==> src/logic/xcvr_reset_pkg.sv <==
package xcvr_reset_pkg;

	// system clock in MHz, scales the microsecond timers
	localparam int CLK_MHZ = 2;  // simulation value, small counters

	// rx digital reset hold after cdr lock, 4 us
	localparam int T_LTD_CYCLES = CLK_MHZ * 4;

	localparam int DIG_HOLD_CYCLES  = 3;  // user tx-only / rx-only pulse stretch
	localparam int ANA_SDONE_CYCLES = 2;  // done delay of tx digital and rx analog stages

	// status input conditioning
	localparam int SYNC_STAGES        = 2;  // synchronizer depth
	localparam int LOCK_FILTER_CYCLES = 4;  // stable cycles before a lock is believed

	// worst case from the last status event to a ready flag
	localparam int MAX_SEQ_CYCLES = SYNC_STAGES + LOCK_FILTER_CYCLES + T_LTD_CYCLES + 8;

	// reset stage FSM codes
	localparam logic [1:0] STG_HOLD = 2'd0;  // reset asserted
	localparam logic [1:0] STG_WAIT = 2'd1;  // reset released, timing rdone
	localparam logic [1:0] STG_DONE = 2'd2;  // sequence done, sticky

endpackage

==> src/logic/status_sync.sv <==
`timescale 1ns/1ps

module status_sync
	import xcvr_reset_pkg::*;
(
	input  logic clk,
	input  logic rst_n,
	input  logic pll_is_locked,       // async from tx pll
	input  logic rx_oc_busy,          // async, offset cancellation running
	input  logic rx_is_lockedtodata,  // async from rx cdr
	output logic pll_locked_s,
	output logic oc_busy_s,
	output logic cdr_locked_s
);

	// bit 0 pll lock, bit 1 cdr lock, bit 2 oc busy
	logic [2:0] async_in;
	logic [2:0] sync_q [SYNC_STAGES];  // last entry is the clean copy
	logic [2:0] sync_out;
	int         lock_cnt [2];          // saturating stable count per lock path
	logic [1:0] lock_q;                // filtered lock, one bit per path

	assign async_in = {rx_oc_busy, rx_is_lockedtodata, pll_is_locked};
	assign sync_out = sync_q[SYNC_STAGES-1];

	// plain flop chain on all three inputs
	always_ff @(posedge clk or negedge rst_n) begin
		if (!rst_n) begin
			for (int i = 0; i < SYNC_STAGES; i++)
				sync_q[i] <= 3'b100;  // busy until oc is seen idle
		end else begin
			sync_q[0] <= async_in;
			for (int i = 1; i < SYNC_STAGES; i++)
				sync_q[i] <= sync_q[i-1];
		end
	end

	// glitch filter, both lock paths share this loop
	always_ff @(posedge clk or negedge rst_n) begin
		if (!rst_n) begin
			for (int i = 0; i < 2; i++)
				lock_cnt[i] <= 0;
			lock_q <= '0;
		end else begin
			for (int i = 0; i < 2; i++) begin
				if (!sync_out[i]) begin
					lock_cnt[i] <= 0;     // any low cycle restarts the filter
					lock_q[i]   <= 1'b0;
				end else if (lock_cnt[i] >= LOCK_FILTER_CYCLES - 1) begin
					lock_q[i] <= 1'b1;    // stable long enough
				end else begin
					lock_cnt[i] <= lock_cnt[i] + 1;
				end
			end
		end
	end

	// loss of lock passes straight through, no extra flop
	assign pll_locked_s = lock_q[0] & sync_out[0];
	assign cdr_locked_s = lock_q[1] & sync_out[1];
	assign oc_busy_s    = sync_out[2];  // level only, no filter

	// a filtered lock must be backed by the synchronized input one cycle earlier
	a_pll_rise: assert property (@(posedge clk) disable iff (!rst_n)
		$rose(pll_locked_s) |-> $past(sync_out[0]));
	a_cdr_rise: assert property (@(posedge clk) disable iff (!rst_n)
		$rose(cdr_locked_s) |-> $past(sync_out[1]));

endmodule

==> src/logic/reset_stage.sv <==
`timescale 1ns/1ps

// one step of a reset sequence
// reset is held while start is high, then released by a cycle count
// or by the rdone level; sdone follows once rdone has been stable
module reset_stage
	import xcvr_reset_pkg::*;
#(
	parameter int hold_cycles        = 3,  // count mode, cycles after start falls
	parameter bit hold_til_rdone     = 0,  // 1 = release on rdone, 0 = release on count
	parameter int sdone_delay_cycles = 1   // consecutive rdone cycles before sdone
)
(
	input  logic clk,
	input  logic rst_n,
	input  logic start,  // level, restarts the stage from any state
	input  logic rdone,  // downstream ready, a level
	output logic reset,
	output logic sdone   // sticky until the next start
);

	logic [1:0] state;
	int         cnt;       // hold count in STG_HOLD, sdone delay in STG_WAIT
	logic       hold_end;  // leave STG_HOLD at this edge

	// release rule of the hold state
	assign hold_end = hold_til_rdone ? rdone : (cnt <= 1);

	always_ff @(posedge clk or negedge rst_n) begin
		if (!rst_n) begin
			state <= STG_HOLD;
			cnt   <= hold_cycles;
		end else if (start) begin
			state <= STG_HOLD;     // restart, whatever the state
			cnt   <= hold_cycles;  // count begins once start drops
		end else begin
			case (state)
				STG_HOLD: begin
					if (hold_end) begin
						state <= STG_WAIT;
						cnt   <= sdone_delay_cycles;  // arm the done delay
					end else if (cnt > 0) begin
						cnt <= cnt - 1;
					end
				end
				STG_WAIT: begin
					if (!rdone) begin
						cnt <= sdone_delay_cycles;  // rdone dropped, start over
					end else if (cnt <= 1) begin
						state <= STG_DONE;
					end else begin
						cnt <= cnt - 1;
					end
				end
				STG_DONE: begin
					state <= STG_DONE;  // only start leaves here
				end
				default: begin
					state <= STG_HOLD;  // unused code, fall back to reset
					cnt   <= hold_cycles;
				end
			endcase
		end
	end

	// start forces reset in the same cycle, before the FSM catches up
	assign reset = start | (state == STG_HOLD);
	assign sdone = !start & (state == STG_DONE);

	// done and reset are exclusive
	a_sdone_no_reset: assert property (@(posedge clk) disable iff (!rst_n)
		sdone |-> !reset);

	a_start_reset: assert property (@(posedge clk) disable iff (!rst_n)
		start |-> reset);

endmodule

==> src/logic/ch_reset_ctrl.sv <==
`timescale 1ns/1ps

// channel reset order: tx pcs after tx pll lock, then rx pma once
// offset cancellation is idle, then rx pcs after cdr lock and settling
module ch_reset_ctrl
	import xcvr_reset_pkg::*;
(
	input  logic clk,
	input  logic rst_n,
	input  logic reset_all,         // restarts the whole sequence
	input  logic reset_tx_digital,  // user tx pcs only
	input  logic reset_rx_digital,  // user rx pcs only
	input  logic pll_locked_s,
	input  logic oc_busy_s,
	input  logic cdr_locked_s,
	output logic tx_digitalreset,   // tx pcs
	output logic rx_analogreset,    // rx pma
	output logic rx_digitalreset,   // rx pcs
	output logic tx_ready,
	output logic rx_ready
);

	logic tx_seq_rst;    // tx pcs reset from the sequence
	logic tx_seq_done;
	logic rx_ana_done;
	logic rx_seq_rst;    // rx pcs reset from the sequence
	logic rx_seq_done;
	logic tx_only_rst;   // stretched user pulse
	logic rx_only_rst;
	logic rx_ana_rdone;
	logic rx_dig_rdone;
	logic tx_only_start;
	logic rx_only_start;

	assign rx_ana_rdone  = !oc_busy_s & tx_seq_done;   // oc idle and tx side up
	assign rx_dig_rdone  = rx_ana_done & cdr_locked_s;
	assign tx_only_start = reset_all | reset_tx_digital;
	assign rx_only_start = reset_all | reset_rx_digital;

	// tx pcs waits for the pll
	reset_stage #(
		.hold_til_rdone     (1),
		.sdone_delay_cycles (ANA_SDONE_CYCLES)
	) tx_dig_seq (
		.clk   (clk),
		.rst_n (rst_n),
		.start (reset_all),
		.rdone (pll_locked_s),
		.reset (tx_seq_rst),
		.sdone (tx_seq_done)
	);

	reset_stage #(
		.hold_til_rdone     (1),
		.sdone_delay_cycles (ANA_SDONE_CYCLES)
	) rx_ana_seq (
		.clk   (clk),
		.rst_n (rst_n),
		.start (reset_all),
		.rdone (rx_ana_rdone),
		.reset (rx_analogreset),
		.sdone (rx_ana_done)
	);

	// rx pcs held for the lock-to-data settling time
	reset_stage #(
		.hold_til_rdone     (1),
		.sdone_delay_cycles (T_LTD_CYCLES)
	) rx_dig_seq (
		.clk   (clk),
		.rst_n (rst_n),
		.start (reset_all),
		.rdone (rx_dig_rdone),
		.reset (rx_seq_rst),
		.sdone (rx_seq_done)
	);

	// user pulses, count mode, ready follows the sequence done
	reset_stage #(
		.hold_cycles (DIG_HOLD_CYCLES)
	) tx_dig_only (
		.clk   (clk),
		.rst_n (rst_n),
		.start (tx_only_start),
		.rdone (tx_seq_done),
		.reset (tx_only_rst),
		.sdone (tx_ready)
	);

	reset_stage #(
		.hold_cycles (DIG_HOLD_CYCLES)
	) rx_dig_only (
		.clk   (clk),
		.rst_n (rst_n),
		.start (rx_only_start),
		.rdone (rx_seq_done),
		.reset (rx_only_rst),
		.sdone (rx_ready)
	);

	assign tx_digitalreset = tx_seq_rst | tx_only_rst;
	assign rx_digitalreset = rx_seq_rst | rx_only_rst;

	// rx pma is never out of reset ahead of the tx sequence
	a_rx_ana_order: assert property (@(posedge clk) disable iff (!rst_n)
		!rx_analogreset |-> !tx_seq_rst);

	// and rx pcs sequence never leads rx pma
	a_rx_dig_order: assert property (@(posedge clk) disable iff (!rst_n)
		!rx_seq_rst |-> !rx_analogreset);

endmodule

==> src/logic/xcvr_reset_top.sv <==
`timescale 1ns/1ps

// one channel: status conditioning in front of the reset sequencer
module xcvr_reset_top (
	input  logic clk,
	input  logic rst_n,
	input  logic reset_all,
	input  logic reset_tx_digital,
	input  logic reset_rx_digital,
	input  logic pll_is_locked,       // async status from the transceiver
	input  logic rx_oc_busy,
	input  logic rx_is_lockedtodata,
	output logic tx_digitalreset,
	output logic rx_analogreset,
	output logic rx_digitalreset,
	output logic tx_ready,
	output logic rx_ready
);

	logic pll_locked_s;  // clk domain, filtered
	logic oc_busy_s;
	logic cdr_locked_s;

	status_sync sync0 (
		.clk                (clk),
		.rst_n              (rst_n),
		.pll_is_locked      (pll_is_locked),
		.rx_oc_busy         (rx_oc_busy),
		.rx_is_lockedtodata (rx_is_lockedtodata),
		.pll_locked_s       (pll_locked_s),
		.oc_busy_s          (oc_busy_s),
		.cdr_locked_s       (cdr_locked_s)
	);

	ch_reset_ctrl ctrl0 (
		.clk              (clk),
		.rst_n            (rst_n),
		.reset_all        (reset_all),
		.reset_tx_digital (reset_tx_digital),
		.reset_rx_digital (reset_rx_digital),
		.pll_locked_s     (pll_locked_s),
		.oc_busy_s        (oc_busy_s),
		.cdr_locked_s     (cdr_locked_s),
		.tx_digitalreset  (tx_digitalreset),
		.rx_analogreset   (rx_analogreset),
		.rx_digitalreset  (rx_digitalreset),
		.tx_ready         (tx_ready),
		.rx_ready         (rx_ready)
	);

endmodule

==> config.mk <==
export PLATFORM = sky130hd
export DESIGN_NAME = xcvr_reset_top
export DESIGN_NICKNAME = d
export VERILOG_FILES = /design/src/logic/xcvr_reset_pkg.sv /design/src/logic/status_sync.sv /design/src/logic/reset_stage.sv /design/src/logic/ch_reset_ctrl.sv /design/src/logic/xcvr_reset_top.sv
export SDC_FILE = /design/constraint.sdc
export NUM_CORES = 1
export LEC_CHECK = 0
export BUFFER_PORTS_ARGS = -buffer_cell sky130_fd_sc_hd__buf_2
export CAP_MARGIN = 30
export CORE_MARGIN = 1
export CORE_UTILIZATION = 50
export DETAILED_ROUTE_END_ITERATION = 16
export PLACE_DENSITY = 0.69
export SYNTH_ARGS = -nofsm -noshare
export SYNTH_HDL_FRONTEND = slang
export SYNTH_HIERARCHICAL = 1
export SYNTH_SLANG_ARGS = --single-unit
export TNS_END_PERCENT = 1
==> constraint.sdc <==
create_clock -name clk -period 7.8 [get_ports clk]
set_input_delay 2.34 -clock clk [delete_from_list [all_inputs] [get_ports clk]]
set_output_delay 2.34 -clock clk [all_outputs]
set_load 0.01 [all_outputs]
==> impl_metrics.ini <==
[timing]
hold_viol_final = 0
fin_skew_ns = 0.0243
slew_violations = 0
rsz0062_at_grt = false
worst-slew-pin-transition_ns = 0.991
setup_violations = 0
fin_crit_sh = 0.767
setup_tns_ns = 0
slew_headroom = 0.334
fmax_ghz = 0.167
min_period_ns = 5.98

[setup_path]
cp.arrival_ns = 3.64
cp.required_ns = 5.46
end_kind = output port
crit_path_max_fanout = 13
critPathLaunchType = input port
setup.worst_path.class = in -> out

[layout]
layout_commonest_cell = dfrtp_1
layout_common_cells = dfrtp_1, a21oi_1, nor2_1
fin_nets = 1691
num_antenna_cells = 0
syn_to_final_growth_pct = 7.95
final_layout_size_suffix_gt1_frac = 0.0971
fin_cells = 2068

[floorplanning]
io_pins = 13
num_rows = 63
die_y_um = 176
initial_utilization = 0.510
die_w_um = 176
die_area_um2 = 31000
core_area_um2 = 29700

[placement]
portBuffers = 12
placed_cells = 2015
hpwlAfterDp_mm = 23.4
gp_congestion = 0.841

[power]
vdd_drop_max_mv = 0.254
seqPwrFrac = 0.342
finalPower_w = 0.00469
swShare = 0.397
p_comb_frac = 0.363
p_sw_w = 0.00186
p_per_area_nw_per_um2 = 286
clockPowerShare = 0.295
p_int_w = 0.00282
p_leak_nw = 6.51

[synthesis]
synth_seq_cells = 242
yosysUniqueCellTypes = 95
synth-edff-count = 0
syn-cell-area_um2 = 15200
syn-num-nets = 1738
synthArstFlopShare = 1.00
postSynthCellCount = 1703
synthFlopType = dfrtp_1
ys_seq_area_frac = 0.400
syn_area_per_cell_um2 = 8.90
yosys_warnings = 6

[global_routing]
antenna_found_initial = 1
grt_max_degree = 161
grt_pass1_vias = 12900
grt_first_pass_wirelength_mm = 62.4
overflow = 0
globalRouteTotalUtil = 0.236

[clocking]
clock_sinks = 242
clkTransAtPathRegs_ns = 0.05
clockBufferDepth = 3
cts_max_level = 1
cts_resized = 0
holdBufCountCts = 0
root_buffer = clkbuf_16
cts_buffers = 28
cts_setup_buffers = 0
insertion_delay_ns = 0.56
cts_tree = built

[detailed_routing]
ant_nets = 0
drtIter0Drc = 1076
drc_errors = 0
num_vias = 13700
totalWireLength_mm = 36.4
dr.pass1.iters = 5
via_per_inst = 6.64
wire_per_inst_um = 17.6

[status]
status = finished, final reports clean

[min_path]
worst_hold_path_type = reg -> reg

[flow_run]
maxCapViolCount = 0
[Yosys cell counts (8+ instances only)]
library cell	instances	area [µm²]
o21a_1	14	105
or4b_1	9	90.1
nor4_1	54	338
nor2b_1	12	75.1
nor3_1	59	295
and2_1	11	68.8
ha_1	27	338
a31oi_1	34	213
a41oi_1	19	166
and4_1	9	78.8
buf_2	16	80.1
o21ai_1	15	75.1
nand3_1	62	310
nor3b_1	8	60.1
o41ai_1	25	219
clkbuf_1	68	255
o21ai_0	73	365
or3_1	62	388
nor2_1	110	413
o31ai_1	96	721
o22ai_1	8	50.1
o211ai_1	11	82.6
buf_6	15	169
and3_1	11	68.8
nand2b_1	24	150
nand2_1	97	364
dfrtp_1	230	5760
or4_1	64	480
a21oi_1	154	771
or2_2	16	100
mux2i_1	17	170
nand4_1	40	250
a22o_1	8	70.1
dfstp_2	12	315
inv_1	55	206
[metal layers]
metal | global-route usage | share of wire | routed length [µm]
met5 | 0 | 0 | 0
met4 | 0.0598 | 0.019 | 708
met3 | 0.0235 | 0.047 | 1710
met2 | 0.390 | 0.47 | 17300
met1 | 0.330 | 0.46 | 16700
[per-stage QoR]
step                      area (µm²)  hold slack, ns   util  setup WS (ns)
after floorplan                15200           0.331      -           2.15
after global placement         15300           0.334  0.515           1.83
after detailed placement       15400           0.339  0.517           1.82
after CTS                      16300           0.352  0.550           1.82
after global routing           16400           0.354  0.551           1.75
final                          16400           0.350  0.551           1.82
[final timing paths]
check	start	end	slack, ns	cells past startpoint
min	sync0/sync_q[3]	sync0/sync_out[0]	0.35	0
max reg2reg	ctrl0/tx_dig_seq/state[0]	ctrl0/rx_ana_seq/cnt[5]	4.15	11
max in group asynchronous	rst_n	ctrl0/rx_dig_only/cnt[12]	4.72	2
min in group asynchronous	rst_n	ctrl0/rx_ana_seq/cnt[23]	1.77	1
max	reset_all	rx_digitalreset	1.82	5
min reg2reg	sync0/sync_q[3]	sync0/sync_out[0]	0.35	0
[layout make-up]
class	count	area [µm²]
sequential	242	6070
timing repair buffer	29	259
fill	2655	13300
clock inverter	14	181
clock buffer	38	798
multi-input combinational	1298	8360
tap	390	488
inverter	57	214
[flip-flops by register name (all words and copies together), names as in the netlist]
name and count:
ctrl0/rx_ana_seq/state 2, sync0/sync_q 3, ctrl0/tx_dig_seq/cnt 32, ctrl0/rx_dig_seq/cnt 32
ctrl0/rx_dig_only/state 2, ctrl0/rx_dig_seq/state 2, ctrl0/tx_dig_only/cnt 32, sync0/lock_cnt 64
ctrl0/rx_ana_seq/cnt 32, sync0/lock_q 2, sync0/sync_out 3, ctrl0/tx_dig_only/state 2
ctrl0/tx_dig_seq/state 2, ctrl0/rx_dig_only/cnt 32
[power by group through the flow]
stage	clock network (W)	registers, W	logic [W]
2_1_floorplan	0	0.00156	0.00138
3_5_place_dp	0	0.00162	0.00166
6_report	0.00138	0.00160	0.00170
5_1_grt	0.00146	0.00163	0.00186
4_1_cts	0.00141	0.00160	0.00167
3_3_place_gp	0	0.00161	0.00162
[worst max-delay path, stage by stage]
cell and delay, ns:
buf_2 0.17, or2_1 0.41, or2_2 0.33, or2_1 0.24
buf_2 0.14
[cell families after synthesis]
group           after synthesis  share of synthesized area
simple gates                715                      0.280
compound gates              536                      0.234
flops                       242                      0.400
buf+inv                     163                     0.0506
fa+ha+maj                    27                     0.0223
mux                          18                     0.0120
xor+xnor                      2                    0.00116
Note: power is estimated with default switching activity, not from simulation.
